**src/rtl/ooo_pkg.sv**
```systemverilog
////////////////////////////////////////////////////////////////////////////
// Shared sizes, types and records for the out-of-order completion engine.
// Modules take these through a wildcard import in their body, and refer
// to them by scoped name in their port lists.
////////////////////////////////////////////////////////////////////////////

package ooo_pkg;

  // Core sizes
  localparam int NUM_LANES   = 4;
  localparam int ROB_SZ      = 8;
  localparam int DATA_W      = 16;
  localparam int SEQ_W       = 8;
  localparam int QUEUE_DEPTH = 4;

  // Index types, sized to match ROB_SZ and NUM_LANES
  typedef logic [$clog2(ROB_SZ)-1:0]    rob_idx_t;
  typedef logic [$clog2(NUM_LANES)-1:0] lane_idx_t;

  typedef enum logic [1:0] {
    OP_ADD,
    OP_SUB,
    OP_BRANCH
  } op_kind_t;

  // Instruction as it enters; lat encodes 1 to 4 cycles as 0 to 3
  typedef struct packed {
    op_kind_t          kind;
    logic [1:0]        lat;
    logic [SEQ_W-1:0]  seq;
    logic [DATA_W-1:0] a;
    logic [DATA_W-1:0] b;
    logic              pred_taken;
  } instr_t;

  // Record that leaves through the commit queue
  typedef struct packed {
    logic [SEQ_W-1:0]  seq;
    op_kind_t          kind;
    logic [DATA_W-1:0] result;
    logic              taken;
    logic              mispredict;
  } commit_t;

  // One reorder-buffer slot
  typedef struct packed {
    logic              valid;
    logic              complete;
    logic [SEQ_W-1:0]  seq;
    op_kind_t          kind;
    logic              pred_taken;
    logic [DATA_W-1:0] result;
    logic              taken;
  } rob_entry_t;

endpackage

```
**src/rtl/sync_fifo.sv**
```systemverilog
////////////////////////////////////////////////////////////////////////////
// Synchronous circular queue with valid/ready on both sides.
// The payload type is a parameter, so one module serves both the
// instruction queue and the commit queue. Flush drops all contents.
////////////////////////////////////////////////////////////////////////////

module sync_fifo #(
  parameter type payload_t = logic [7:0],
  parameter int  DEPTH     = 4
) (
  input  logic     clock,
  input  logic     reset,
  input  logic     flush,
  input  logic     push_valid,
  output logic     push_ready,
  input  payload_t push_data,
  output logic     pop_valid,
  input  logic     pop_ready,
  output payload_t pop_data
);

  payload_t                     mem [DEPTH];
  logic [$clog2(DEPTH)-1:0]     wr_ptr;
  logic [$clog2(DEPTH)-1:0]     rd_ptr;
  logic [$clog2(DEPTH+1)-1:0]   count;
  logic                         push_fire;
  logic                         pop_fire;

  // A full queue still takes a push when the head leaves the same cycle
  assign push_ready = !flush && ((count != DEPTH) || pop_ready);
  assign pop_valid  = (count != 0);
  assign pop_data   = mem[rd_ptr];

  assign push_fire = push_valid && push_ready;
  assign pop_fire  = pop_valid && pop_ready;

  // Pointers and occupancy
  always_ff @(posedge clock) begin
    if (reset || flush) begin
      wr_ptr <= '0;
      rd_ptr <= '0;
      count  <= '0;
    end else begin
      if (push_fire)
        wr_ptr <= (wr_ptr == DEPTH - 1) ? '0 : wr_ptr + 1'b1;
      if (pop_fire)
        rd_ptr <= (rd_ptr == DEPTH - 1) ? '0 : rd_ptr + 1'b1;
      // Net change of one at most
      if (push_fire && !pop_fire)
        count <= count + 1'b1;
      else if (pop_fire && !push_fire)
        count <= count - 1'b1;
    end
  end

  // Storage
  always_ff @(posedge clock) begin
    if (push_fire)
      mem[wr_ptr] <= push_data;
  end

endmodule

```
**src/rtl/dispatch.sv**
```systemverilog
////////////////////////////////////////////////////////////////////////////
// Dispatch: takes the oldest waiting instruction, allocates a ROB entry
// and issues it to the lowest-numbered idle lane, all in one cycle.
////////////////////////////////////////////////////////////////////////////

module dispatch (
  input  logic                             clock,
  input  logic                             reset,
  input  logic                             flush,
  // Input queue side
  input  logic                             pop_valid,
  input  ooo_pkg::instr_t                  pop_data,
  output logic                             pop_ready,
  // ROB allocation
  input  logic                             rob_full,
  input  ooo_pkg::rob_idx_t                alloc_idx,
  output logic                             alloc_valid,
  output logic [ooo_pkg::SEQ_W-1:0]        alloc_seq,
  output ooo_pkg::op_kind_t                alloc_kind,
  output logic                             alloc_pred,
  // Lane issue
  input  logic [ooo_pkg::NUM_LANES-1:0]    lane_busy,
  output logic [ooo_pkg::NUM_LANES-1:0]    issue_valid,
  output ooo_pkg::instr_t                  issue_instr,
  output ooo_pkg::rob_idx_t                issue_idx
);

  import ooo_pkg::*;

  lane_idx_t   sel_lane;
  logic        any_idle;
  logic        fire;
  logic [15:0] issued_count;

  // Priority encoder, lane 0 wins. Scan from the top so
  // the lowest idle lane is the last one written
  always_comb begin
    sel_lane = '0;
    any_idle = 1'b0;
    for (int i = NUM_LANES - 1; i >= 0; i--) begin
      if (!lane_busy[i]) begin
        sel_lane = lane_idx_t'(i);
        any_idle = 1'b1;
      end
    end
  end

  // Issue needs an instruction, a ROB slot, a lane and no squash
  assign fire      = pop_valid && !rob_full && any_idle && !flush;
  assign pop_ready = fire;

  // ROB gets the fields that retire will need
  assign alloc_valid = fire;
  assign alloc_seq   = pop_data.seq;
  assign alloc_kind  = pop_data.kind;
  assign alloc_pred  = pop_data.pred_taken;

  // The instruction and its ROB tag go to all lanes,
  // only the selected one sees issue_valid
  assign issue_instr = pop_data;
  assign issue_idx   = alloc_idx;

  always_comb begin
    issue_valid = '0;
    if (fire)
      issue_valid[sel_lane] = 1'b1;
  end

  // Running count of issued instructions, wraps freely
  always_ff @(posedge clock) begin
    if (reset)
      issued_count <= '0;
    else if (fire)
      issued_count <= issued_count + 1'b1;
  end

endmodule

```
**src/rtl/exec_lane.sv**
```systemverilog
////////////////////////////////////////////////////////////////////////////
// One execution lane. Holds a single operation, counts down its latency
// and presents the result for one cycle. Flush drops the operation.
////////////////////////////////////////////////////////////////////////////

module exec_lane (
  input  logic                       clock,
  input  logic                       reset,
  input  logic                       flush,
  input  logic                       issue_valid,
  input  ooo_pkg::instr_t            issue_instr,
  input  ooo_pkg::rob_idx_t          issue_idx,
  output logic                       busy,
  output logic                       done_valid,
  output ooo_pkg::rob_idx_t          done_idx,
  output logic [ooo_pkg::DATA_W-1:0] done_result,
  output logic                       done_taken
);

  import ooo_pkg::*;

  instr_t     op;
  rob_idx_t   op_idx;
  logic [2:0] cnt;

  // Control. cnt starts at the latency, 1 to 4, and
  // the lane reports once it reaches zero
  always_ff @(posedge clock) begin
    if (reset || flush) begin
      busy <= 1'b0;
      cnt  <= '0;
    end else if (issue_valid) begin
      busy <= 1'b1;
      cnt  <= {1'b0, issue_instr.lat} + 3'd1;
    end else if (busy) begin
      if (cnt == 3'd0)
        busy <= 1'b0;
      else
        cnt <= cnt - 3'd1;
    end
  end

  // Operation payload
  always_ff @(posedge clock) begin
    if (issue_valid) begin
      op     <= issue_instr;
      op_idx <= issue_idx;
    end
  end

  // Completion lasts exactly the one cycle with cnt at zero
  assign done_valid = busy && (cnt == 3'd0);
  assign done_idx   = op_idx;

  // Branches produce no data, only the outcome
  always_comb begin
    case (op.kind)
      OP_ADD:  done_result = op.a + op.b;
      OP_SUB:  done_result = op.a - op.b;
      default: done_result = '0;
    endcase
  end

  assign done_taken = (op.kind == OP_BRANCH) && (op.a == op.b);

endmodule

```
**src/rtl/rob.sv**
```systemverilog
////////////////////////////////////////////////////////////////////////////
// Reorder buffer. Circular store of in-flight instructions with head
// (oldest) and tail (next allocation). Dispatch allocates at the tail,
// lanes mark entries complete in any order, retire drains the head.
////////////////////////////////////////////////////////////////////////////

module rob (
  input  logic                                              clock,
  input  logic                                              reset,
  input  logic                                              flush,
  // Allocation from dispatch
  input  logic                                              alloc_valid,
  input  logic [ooo_pkg::SEQ_W-1:0]                         alloc_seq,
  input  ooo_pkg::op_kind_t                                 alloc_kind,
  input  logic                                              alloc_pred,
  output ooo_pkg::rob_idx_t                                 alloc_idx,
  output logic                                              rob_full,
  // One completion port per lane
  input  logic [ooo_pkg::NUM_LANES-1:0]                     done_valid,
  input  ooo_pkg::rob_idx_t [ooo_pkg::NUM_LANES-1:0]        done_idx,
  input  logic [ooo_pkg::NUM_LANES-1:0][ooo_pkg::DATA_W-1:0] done_result,
  input  logic [ooo_pkg::NUM_LANES-1:0]                     done_taken,
  // Retire side
  output logic                                              head_valid,
  output ooo_pkg::rob_entry_t                               head_entry,
  input  logic                                              retire_pop
);

  import ooo_pkg::*;

  rob_entry_t                  entries [ROB_SZ];
  rob_idx_t                    head;
  rob_idx_t                    tail;
  logic [$clog2(ROB_SZ+1)-1:0] count;

  ////////////////////////////////////////////////////////////////////////////
  // Status outputs
  ////////////////////////////////////////////////////////////////////////////

  assign alloc_idx  = tail;
  assign rob_full   = (count == ROB_SZ);
  assign head_entry = entries[head];
  // Only a finished head entry may leave
  assign head_valid = entries[head].valid && entries[head].complete;

  ////////////////////////////////////////////////////////////////////////////
  // Pointers and occupancy
  ////////////////////////////////////////////////////////////////////////////

  always_ff @(posedge clock) begin
    if (reset) begin
      head  <= '0;
      tail  <= '0;
      count <= '0;
    end else if (flush) begin
      // Flush comes from the head entry, so restart just past it
      head  <= head + 1'b1;
      tail  <= head + 1'b1;
      count <= '0;
    end else begin
      if (alloc_valid)
        tail <= tail + 1'b1;
      if (retire_pop)
        head <= head + 1'b1;
      if (alloc_valid && !retire_pop)
        count <= count + 1'b1;
      else if (retire_pop && !alloc_valid)
        count <= count - 1'b1;
    end
  end

  ////////////////////////////////////////////////////////////////////////////
  // Entry array
  ////////////////////////////////////////////////////////////////////////////

  // Alloc, completion and retire never touch the same slot in one
  // cycle. Tail is free, completions target issued entries, and
  // the head is already complete when it is popped
  always_ff @(posedge clock) begin
    if (reset || flush) begin
      for (int i = 0; i < ROB_SZ; i++) begin
        entries[i].valid    <= 1'b0;
        entries[i].complete <= 1'b0;
      end
    end else begin
      if (alloc_valid) begin
        entries[tail].valid      <= 1'b1;
        entries[tail].complete   <= 1'b0;
        entries[tail].seq        <= alloc_seq;
        entries[tail].kind       <= alloc_kind;
        entries[tail].pred_taken <= alloc_pred;
        entries[tail].result     <= '0;
        entries[tail].taken      <= 1'b0;
      end
      // Completions in any order, one per lane
      for (int l = 0; l < NUM_LANES; l++) begin
        if (done_valid[l]) begin
          entries[done_idx[l]].complete <= 1'b1;
          entries[done_idx[l]].result   <= done_result[l];
          entries[done_idx[l]].taken    <= done_taken[l];
        end
      end
      if (retire_pop)
        entries[head].valid <= 1'b0;
    end
  end

endmodule

```
**src/rtl/retire.sv**
```systemverilog
////////////////////////////////////////////////////////////////////////////
// Retire: moves the completed head entry into the commit queue in
// program order and raises flush when a mispredicted branch commits.
////////////////////////////////////////////////////////////////////////////

module retire (
  input  logic                clock,
  input  logic                reset,
  input  logic                head_valid,
  input  ooo_pkg::rob_entry_t head_entry,
  output logic                retire_pop,
  output logic                push_valid,
  input  logic                push_ready,
  output ooo_pkg::commit_t    push_data,
  output logic                flush
);

  import ooo_pkg::*;

  logic        mispredict;
  logic [15:0] retired_count;
  logic [15:0] mispred_count;

  // Taken outcome disagrees with the prediction
  assign mispredict = (head_entry.kind == OP_BRANCH) &&
                      (head_entry.taken != head_entry.pred_taken);

  // Commit record straight from the head entry
  always_comb begin
    push_data.seq        = head_entry.seq;
    push_data.kind       = head_entry.kind;
    push_data.result     = head_entry.result;
    push_data.taken      = head_entry.taken;
    push_data.mispredict = mispredict;
  end

  assign push_valid = head_valid;

  // Head advances only on an accepted push
  assign retire_pop = head_valid && push_ready;

  // Everything younger than this branch is on the wrong path
  assign flush = retire_pop && mispredict;

  // Statistics, internal only
  always_ff @(posedge clock) begin
    if (reset) begin
      retired_count <= '0;
      mispred_count <= '0;
    end else begin
      if (retire_pop)
        retired_count <= retired_count + 1'b1;
      if (flush)
        mispred_count <= mispred_count + 1'b1;
    end
  end

endmodule

```
**src/rtl/ooo_core_top.sv**
```systemverilog
////////////////////////////////////////////////////////////////////////////
// Top of the completion engine. Input queue, dispatch, four execution
// lanes, reorder buffer, retire and commit queue, wired in a loop of
// valid/ready handshakes. redirect marks a mispredict recovery.
////////////////////////////////////////////////////////////////////////////

module ooo_core_top (
  input  logic             clock,
  input  logic             reset,
  input  logic             in_valid,
  output logic             in_ready,
  input  ooo_pkg::instr_t  in_instr,
  output logic             commit_valid,
  input  logic             commit_ready,
  output ooo_pkg::commit_t commit_rec,
  output logic             redirect
);

  import ooo_pkg::*;

  // Input queue to dispatch
  logic     pop_valid;
  logic     pop_ready;
  instr_t   pop_data;

  // Dispatch and ROB
  logic             alloc_valid;
  logic [SEQ_W-1:0] alloc_seq;
  op_kind_t         alloc_kind;
  logic             alloc_pred;
  rob_idx_t         alloc_idx;
  logic             rob_full;

  // Dispatch and lanes
  logic [NUM_LANES-1:0] lane_busy;
  logic [NUM_LANES-1:0] issue_valid;
  instr_t               issue_instr;
  rob_idx_t             issue_idx;

  // Lanes to ROB
  logic [NUM_LANES-1:0]             done_valid;
  rob_idx_t [NUM_LANES-1:0]         done_idx;
  logic [NUM_LANES-1:0][DATA_W-1:0] done_result;
  logic [NUM_LANES-1:0]             done_taken;

  // ROB, retire and commit queue
  logic       head_valid;
  rob_entry_t head_entry;
  logic       retire_pop;
  logic       push_valid;
  logic       push_ready;
  commit_t    push_data;
  logic       flush;

  assign redirect = flush;

  sync_fifo #(.payload_t(instr_t), .DEPTH(QUEUE_DEPTH)) in_queue (
    .clock, .reset, .flush,
    .push_valid(in_valid), .push_ready(in_ready), .push_data(in_instr),
    .pop_valid, .pop_ready, .pop_data
  );

  dispatch dispatch_i (
    .clock, .reset, .flush,
    .pop_valid, .pop_data, .pop_ready,
    .rob_full, .alloc_idx, .alloc_valid, .alloc_seq, .alloc_kind, .alloc_pred,
    .lane_busy, .issue_valid, .issue_instr, .issue_idx
  );

  // Identical lanes, each with its own completion port
  for (genvar g = 0; g < NUM_LANES; g++) begin : g_lane
    exec_lane exec_lane_i (
      .clock, .reset, .flush,
      .issue_valid(issue_valid[g]), .issue_instr, .issue_idx,
      .busy(lane_busy[g]), .done_valid(done_valid[g]), .done_idx(done_idx[g]),
      .done_result(done_result[g]), .done_taken(done_taken[g])
    );
  end

  rob rob_i (
    .clock, .reset, .flush,
    .alloc_valid, .alloc_seq, .alloc_kind, .alloc_pred, .alloc_idx, .rob_full,
    .done_valid, .done_idx, .done_result, .done_taken,
    .head_valid, .head_entry, .retire_pop
  );

  retire retire_i (
    .clock, .reset, .head_valid, .head_entry, .retire_pop,
    .push_valid, .push_ready, .push_data, .flush
  );

  // Committed records are never squashed
  sync_fifo #(.payload_t(commit_t), .DEPTH(QUEUE_DEPTH)) commit_queue (
    .clock, .reset, .flush(1'b0),
    .push_valid, .push_ready, .push_data,
    .pop_valid(commit_valid), .pop_ready(commit_ready), .pop_data(commit_rec)
  );

endmodule

```
**config.mk**
```make
export PLATFORM = sky130hd
export DESIGN_NAME = ooo_core_top
export DESIGN_NICKNAME = d
export VERILOG_FILES = /design/src/rtl/ooo_pkg.sv /design/src/rtl/sync_fifo.sv /design/src/rtl/dispatch.sv /design/src/rtl/exec_lane.sv /design/src/rtl/rob.sv /design/src/rtl/retire.sv /design/src/rtl/ooo_core_top.sv
export SDC_FILE = /design/constraint.sdc
export NUM_CORES = 1
export LEC_CHECK = 0
export BUFFER_PORTS_ARGS = -buffer_cell sky130_fd_sc_hd__buf_2
export CORE_ASPECT_RATIO = 1.4
export CORE_MARGIN = 4
export CORE_UTILIZATION = 35
export DETAILED_ROUTE_END_ITERATION = 7
export SYNTH_ARGS = -nofsm -noshare
export SYNTH_HDL_FRONTEND = slang
export SYNTH_SLANG_ARGS = --single-unit
```
**constraint.sdc**
```tcl
create_clock -name clock -period 4.8 [get_ports clock]
set_input_delay 0.24 -clock clock [delete_from_list [all_inputs] [get_ports clock]]
set_output_delay 0.24 -clock clock [all_outputs]
set_load 0.05 [all_outputs]
```
; Word-level counts from Yosys, hierarchy flattened
; Memory sizes are Yosys's and may differ from the RTL's. A register that Yosys moved wholly into a read port is not among the register bits.
; Cells that the tools add are included.
[op_classes]
add_sub_neg = 25
order_cmp = 2
n_eq_ne = 25
muxes = 100
reduce_logical = 66
[ops]
columns = cell, n
row1 = $mux W30, 6
row2 = $reduce_or A30 Y1, 6
row3 = $pmux W16 S2, 4
row4 = $mux W3, 29
row5 = $add A16 B16 Y16, 4
row6 = $eq A16 B16 Y1, 4
row7 = $sub A16 B16 Y16, 4
row8 = $mux W1, 40
row9 = $mux W4, 7
row10 = $logic_and A1 B1 Y1, 26
row11 = $mux W2, 13
row12 = $eq A2 B2 Y1 const B, 9
row13 = $reduce_bool A2 Y1, 9
row14 = $sub A3 B1 Y3 const B, 6
row15 = $add A3 B1 Y3 const B, 4
row16 = $logic_not A3 Y1, 4
row17 = $add A2 B1 Y2 const B, 4
row18 = $eq A2 B1 Y1 const B, 4
row19 = $logic_not A2 Y1, 4
row20 = $ne A2 B2 Y1 const B, 4
row21 = $reduce_and A2 Y1, 4
row22 = $logic_not A1 Y1, 7
row23 = $ne A3 B3 Y1 const B, 2
row24 = $reduce_bool A3 Y1, 2
row25 = 10 further kinds, 12
[totals]
register_bits = 188
mem_bits_rw = 532
in_bits = 49
out_inout_bits = 31
word_cells = 254
memories = 3
[memory_table]
columns = memory, depth, word_bits, rd, rd_ports_with_merged_regs, write_ports, line
row1 = rob_i.entries, 8, 30, 1, 1, 8, rob.sv:31  ; rob_entry_t entries [ROB_SZ];
row2 = in_queue.mem, 4, 45, 1, 1, 1, sync_fifo.sv:22  ; payload_t mem [DEPTH];
row3 = commit_queue.mem, 4, 28, 1, 1, 1, sync_fifo.sv:22

; Longest topological paths before layout
[logic_depth]
word_depth = 13
mapped_depth = 17
depth_no_buf = 14

; Hierarchy
; Synthesis repeated with hierarchy kept, for this count alone.
[unflattened]
hier_cells = 3095
hier_area_um2 = 39121.3
[modules_own_cells]
columns = mod, instances, cells_each, area_per_inst_um2, seq_area_each_um2
row1 = rob, 1, 1262, 14736.6, 7307.0
row2 = sync_fifo (in_queue), 1, 287, 6962.9, 5585.4
row3 = exec_lane (g_lane[1].exec_lane_i ...), 2, 326, 3154.3, 1191.1
row4 = sync_fifo (commit_queue), 1, 198, 4518.1, 3543.4
row5 = exec_lane (g_lane[3].exec_lane_i), 1, 300, 2917.8, 1191.1
row6 = exec_lane (g_lane[0].exec_lane_i), 1, 295, 2906.5, 1191.1
row7 = dispatch, 1, 67, 514.2, 0.0
row8 = retire, 1, 33, 252.7, 0.0
row9 = ooo_core_top, 1, 1, 3.8, 0.0

; Least setup slack after synthesis
; OpenSTA, ideal clock, no wires.
[synth_timing]
path_type = register to register
startpoint = reg (tool-made name)
endpoint = mem in_queue.mem[0][0] in the netlist's numbering (enable)
setup_time_ps = 407
t_arrival_ps = 3623
required_ps = 4393
setup_slack_ps = 770
path_stages_with_launch = 10
n_path_buf = 2
synth_period_minus_slack_ps = 4030
path_cell_list = dfxtp_1 buf_4 and3b_1 a221oi_1 o21ai_1 nand3_4 inv_2 buf_2 nor2_1 and3_1
[synth_rtl]
columns = element, line
row1 = end: declaration, sync_fifo.sv:22

==> results.sh <==
export IMPL_status="complete, no violations"
export IMPL_place_ws_ps=727
export IMPL_ys_flop_type="edfxtp_1"
export IMPL_p_per_area_nw_per_um2=538
export IMPL_ys_types=94
export IMPL_setup_tns_ps=0
export IMPL_tritoncts="built"
export IMPL_ant_nets=0
export IMPL_cp_startpoint="g_lane[0].exec_lane_i.op[1]$_DFFE_PP_"
export IMPL_grt_max_degree=46
export IMPL_fin_cells=4471
export IMPL_dr_first_iter_drc_count=2601
export IMPL_r2r_start="g_lane[0].exec_lane_i.op[1]$_DFFE_PP_"
export IMPL_routabilityCongestion=1.01
export IMPL_post_route_min_period_ps=4190
export IMPL_drt_wirelength_per_cell_um=24.6
export IMPL_finalHoldViolCount=0
export IMPL_grt_pass1_vias=25500
export IMPL_hold_path_class="in2reg"
export IMPL_setup_viol=0
export IMPL_p_int_mw=14.5
export IMPL_num_fill_cells=9862
export IMPL_final_common_cell="edfxtp_1"
export IMPL_port_buffers=79
export IMPL_seq_power_share_pct=37.6
export IMPL_synth_edf_count=664
export IMPL_rr_worst_depth=12
export IMPL_antenna_found_initial=6
export IMPL_placementRows=141
export IMPL_ys_ff_latch=727
export IMPL_hpwl_mm=81.8
export IMPL_boundaryPins=80
export IMPL_endpoint="rob_i.entries[3][11]$_DFFE_PP_"
export IMPL_final_nets=3253
export IMPL_dpl_cell_count=4279
export IMPL_grt_pass1_wl_mm=164
export IMPL_drive_gt1_share_pct=16.6
export IMPL_syn_instance_count=2912
export IMPL_h_tree_depth=3
export IMPL_clock_skew_ps=32.0
export IMPL_vdd_drop_max_uv=386
export IMPL_slew_violations=0
export IMPL_comb_power_share_pct=34.9
export IMPL_crit_required_ps=5290
export IMPL_area_growth_pct=14.4
export IMPL_max_freq_mhz=239
export IMPL_synth_area_leader_cell="edfxtp_1"
export IMPL_relSlewSlack_pct=7.26
export IMPL_async_flop_share_pct=0
export IMPL_syn_avg_cell_area_sq_um=12.8
export IMPL_cp_start_kind="flop"
export IMPL_worst_pin_slew_ps=1380
export IMPL_start_util_pct=35.3
export IMPL_cp_max_fo=6
export IMPL_cts_setup_buffers=0
export IMPL_grt_usage_pct=19.2
export IMPL_drc=0
export IMPL_dieArea_sq_um=112000
export IMPL_maxCapViolations=0
export IMPL_final_cell_mix="edfxtp_1, nor2_1, nand2_1"
export IMPL_grt_overflow=0
export IMPL_finalCritPeriodShare_pct=87.2
export IMPL_cp_end_kind="flop"
export IMPL_yosysTopAreaCellShare_pct=53.5
export IMPL_p_sw_mw=8.49
export IMPL_die_w_um=284
export IMPL_clock_latency_ps=670
export IMPL_fin_ws_ps=613
export IMPL_cts_max_path_buffers=3
export IMPL_wirelength_mm=110
export IMPL_synth_area_sq_um=37300
export IMPL_cts_buffers=78
export IMPL_synth_area_top_cells="edfxtp_1, mux4_2, ha_1, dfxtp_1, nor2_1"
export IMPL_drtPass1Iterations=6
export IMPL_vias=25600
export IMPL_crit_type="reg2reg"
export IMPL_cts_root_buf="clkbuf_16"
export IMPL_viasPerCell=5.74
export IMPL_rrSetupSlack_ps=610
export IMPL_ys_seq_area_share_pct=56.9
export IMPL_rsz0062_at_grt="false"
export IMPL_clock_sinks=727
export IMPL_core_area_sq_um=106000
export IMPL_crit_arrival_ps=4670
export IMPL_pwr_share_clk_pct=27.4
export IMPL_die_y_um=394
export IMPL_synth_nets=3118
export IMPL_switching_share_pct=37.0
export IMPL_clk_pin_slew_worst_paths_ps=60
export IMPL_power_leakage_nw=14.7
export IMPL_rr_endpoint="rob_i.entries[3][11]$_DFFE_PP_"
export IMPL_yosys_warnings=0
==> state kept, by name, indices dropped and copies added, names as in the netlist, named ones only <==
register / flops
rob_i.entries: 240
in_queue.mem: 180
g_lane.exec_lane_i.op: 136
commit_queue.mem: 112
g_lane.exec_lane_i.cnt: 12
g_lane.exec_lane_i.done_idx: 12
g_lane.exec_lane_i.busy: 4
rob_i.count: 4
commit_queue.count: 3
in_queue.count: 3
rob_i.alloc_idx: 3
rob_i.head: 3
commit_queue.rd_ptr: 2
commit_queue.wr_ptr: 2
in_queue.rd_ptr: 2
in_queue.wr_ptr: 2
==> per-stage QoR <==
step	area [sq um]	hold slack (ps)	power [mW]	util (%)
finish	42700	76.0	22.9	40.4
CTS	42700	34.9	23.0	40.4
global route	42700	68.3	24.0	40.4
global placement	39500	438	16.6	37.3
floorplan	37300	339	13.8	-
detailed placement	39500	449	16.7	37.3
==> power by group through the flow <==
stage	Clock (mW)	Combinational (mW)	Sequential, mW
after floorplan	0	5.24	8.56
after global routing	6.71	8.61	8.72
after CTS	6.41	7.94	8.65
final	6.29	8.02	8.63
after global placement	0	7.86	8.74
after detailed placement	0	7.88	8.78
==> layout make-up <==
| type | instances | area, sq um | share of cell area [%] |
|---|---|---|---|
| diodes | 1 | 2.50 | 0.00587 |
| clock buffers | 95 | 2060 | 4.82 |
| clock inverters | 50 | 683 | 1.60 |
| inverters | 150 | 563 | 1.32 |
| multi-input cells | 1874 | 14900 | 34.9 |
| flip-flops and latches | 727 | 21200 | 49.7 |
| well taps | 1358 | 1700 | 3.98 |
| repair buffers | 216 | 1540 | 3.61 |
==> worst min-delay path by stage <==
| stage | start | end | cells past startpoint | slack, ps |
|---|---|---|---|---|
| after floorplan | in_instr[0] | in_queue.mem[0][0]$_DFFE_PP_ | 0 | 340 |
| after global placement | rob_i.entries[3][29]$_SDFFE_PP0P_ | rob_i.entries[3][29]$_SDFFE_PP0P_ | 2 | 440 |
| after detailed placement | rob_i.entries[3][29]$_SDFFE_PP0P_ | rob_i.entries[3][29]$_SDFFE_PP0P_ | 2 | 450 |
| after CTS | reset | flop | 2 | 30 |
| after global routing | reset | commit_queue.wr_ptr[0]$_SDFFE_PP0P_ | 2 | 70 |
| final | reset | flop | 2 | 80 |
==> cells in the mapped netlist (31+ instances only) <==
| library cell | number |
|---|---|
| o221ai_1 | 46 |
| ha_1 | 146 |
| a22oi_1 | 67 |
| o21ai_0 | 105 |
| nor3_1 | 53 |
| edfxtp_1 | 664 |
| o22ai_1 | 32 |
| clkbuf_1 | 102 |
| nor2b_1 | 35 |
| xnor2_1 | 42 |
| a221oi_1 | 55 |
| nand4_1 | 32 |
| mux4_2 | 129 |
| nand2b_1 | 51 |
| nand2_1 | 178 |
| dfxtp_1 | 63 |
| nand3_1 | 70 |
| inv_1 | 146 |
| a21oi_1 | 112 |
| mux2i_1 | 31 |
| nor2_1 | 219 |
==> critical path, cell delays in order (launching register included) <==
cell	delay (ps)
edfxtp_1	390
ha_1	200
inv_1	60
fa_1	380
or2_2	320
a221oi_1	400
nor2_1	180
o311ai_0	360
o211ai_1	160
xor2_1	330
nor2b_1	730
a221oi_1	290
nor2_1	220
==> repair_timing <==
| action | CTS | global route |
|---|---|---|
| hold endpoints to repair | 182 | 0 |
| hold buffers | 46 | 0 |
| gates resized for setup | 0 | 0 |
==> cell families (layout without fill, tap and decap cells) <==
| group | count (synthesis) | count (layout) | share of synthesized area [%] |
|---|---|---|---|
| other | 0 | 1 | 0 |
| buffers and inverters | 311 | 511 | 3.26 |
| xor gates and xnor gates | 72 | 72 | 1.69 |
| and+or+nand+nor | 810 | 810 | 11.1 |
| adders and majority gates | 157 | 157 | 5.49 |
| AOI/OAI and AO/OA | 646 | 646 | 12.1 |
| muxes | 189 | 189 | 9.50 |
| DFF | 727 | 727 | 56.9 |
==> metal layers <==
| metal | share of wire [%] | global-route usage [%] | up-vias |
|---|---|---|---|
| li1 | - | - | 11600 |
| met1 | 38 | 22.6 | 12600 |
| met2 | 50 | 33.9 | 1099 |
| met3 | 6.2 | 3.56 | 319 |
| met4 | 5.3 | 9.28 | 4 |
| met5 | 0.019 | 0 | - |
Power figures use the tool's default switching activity.
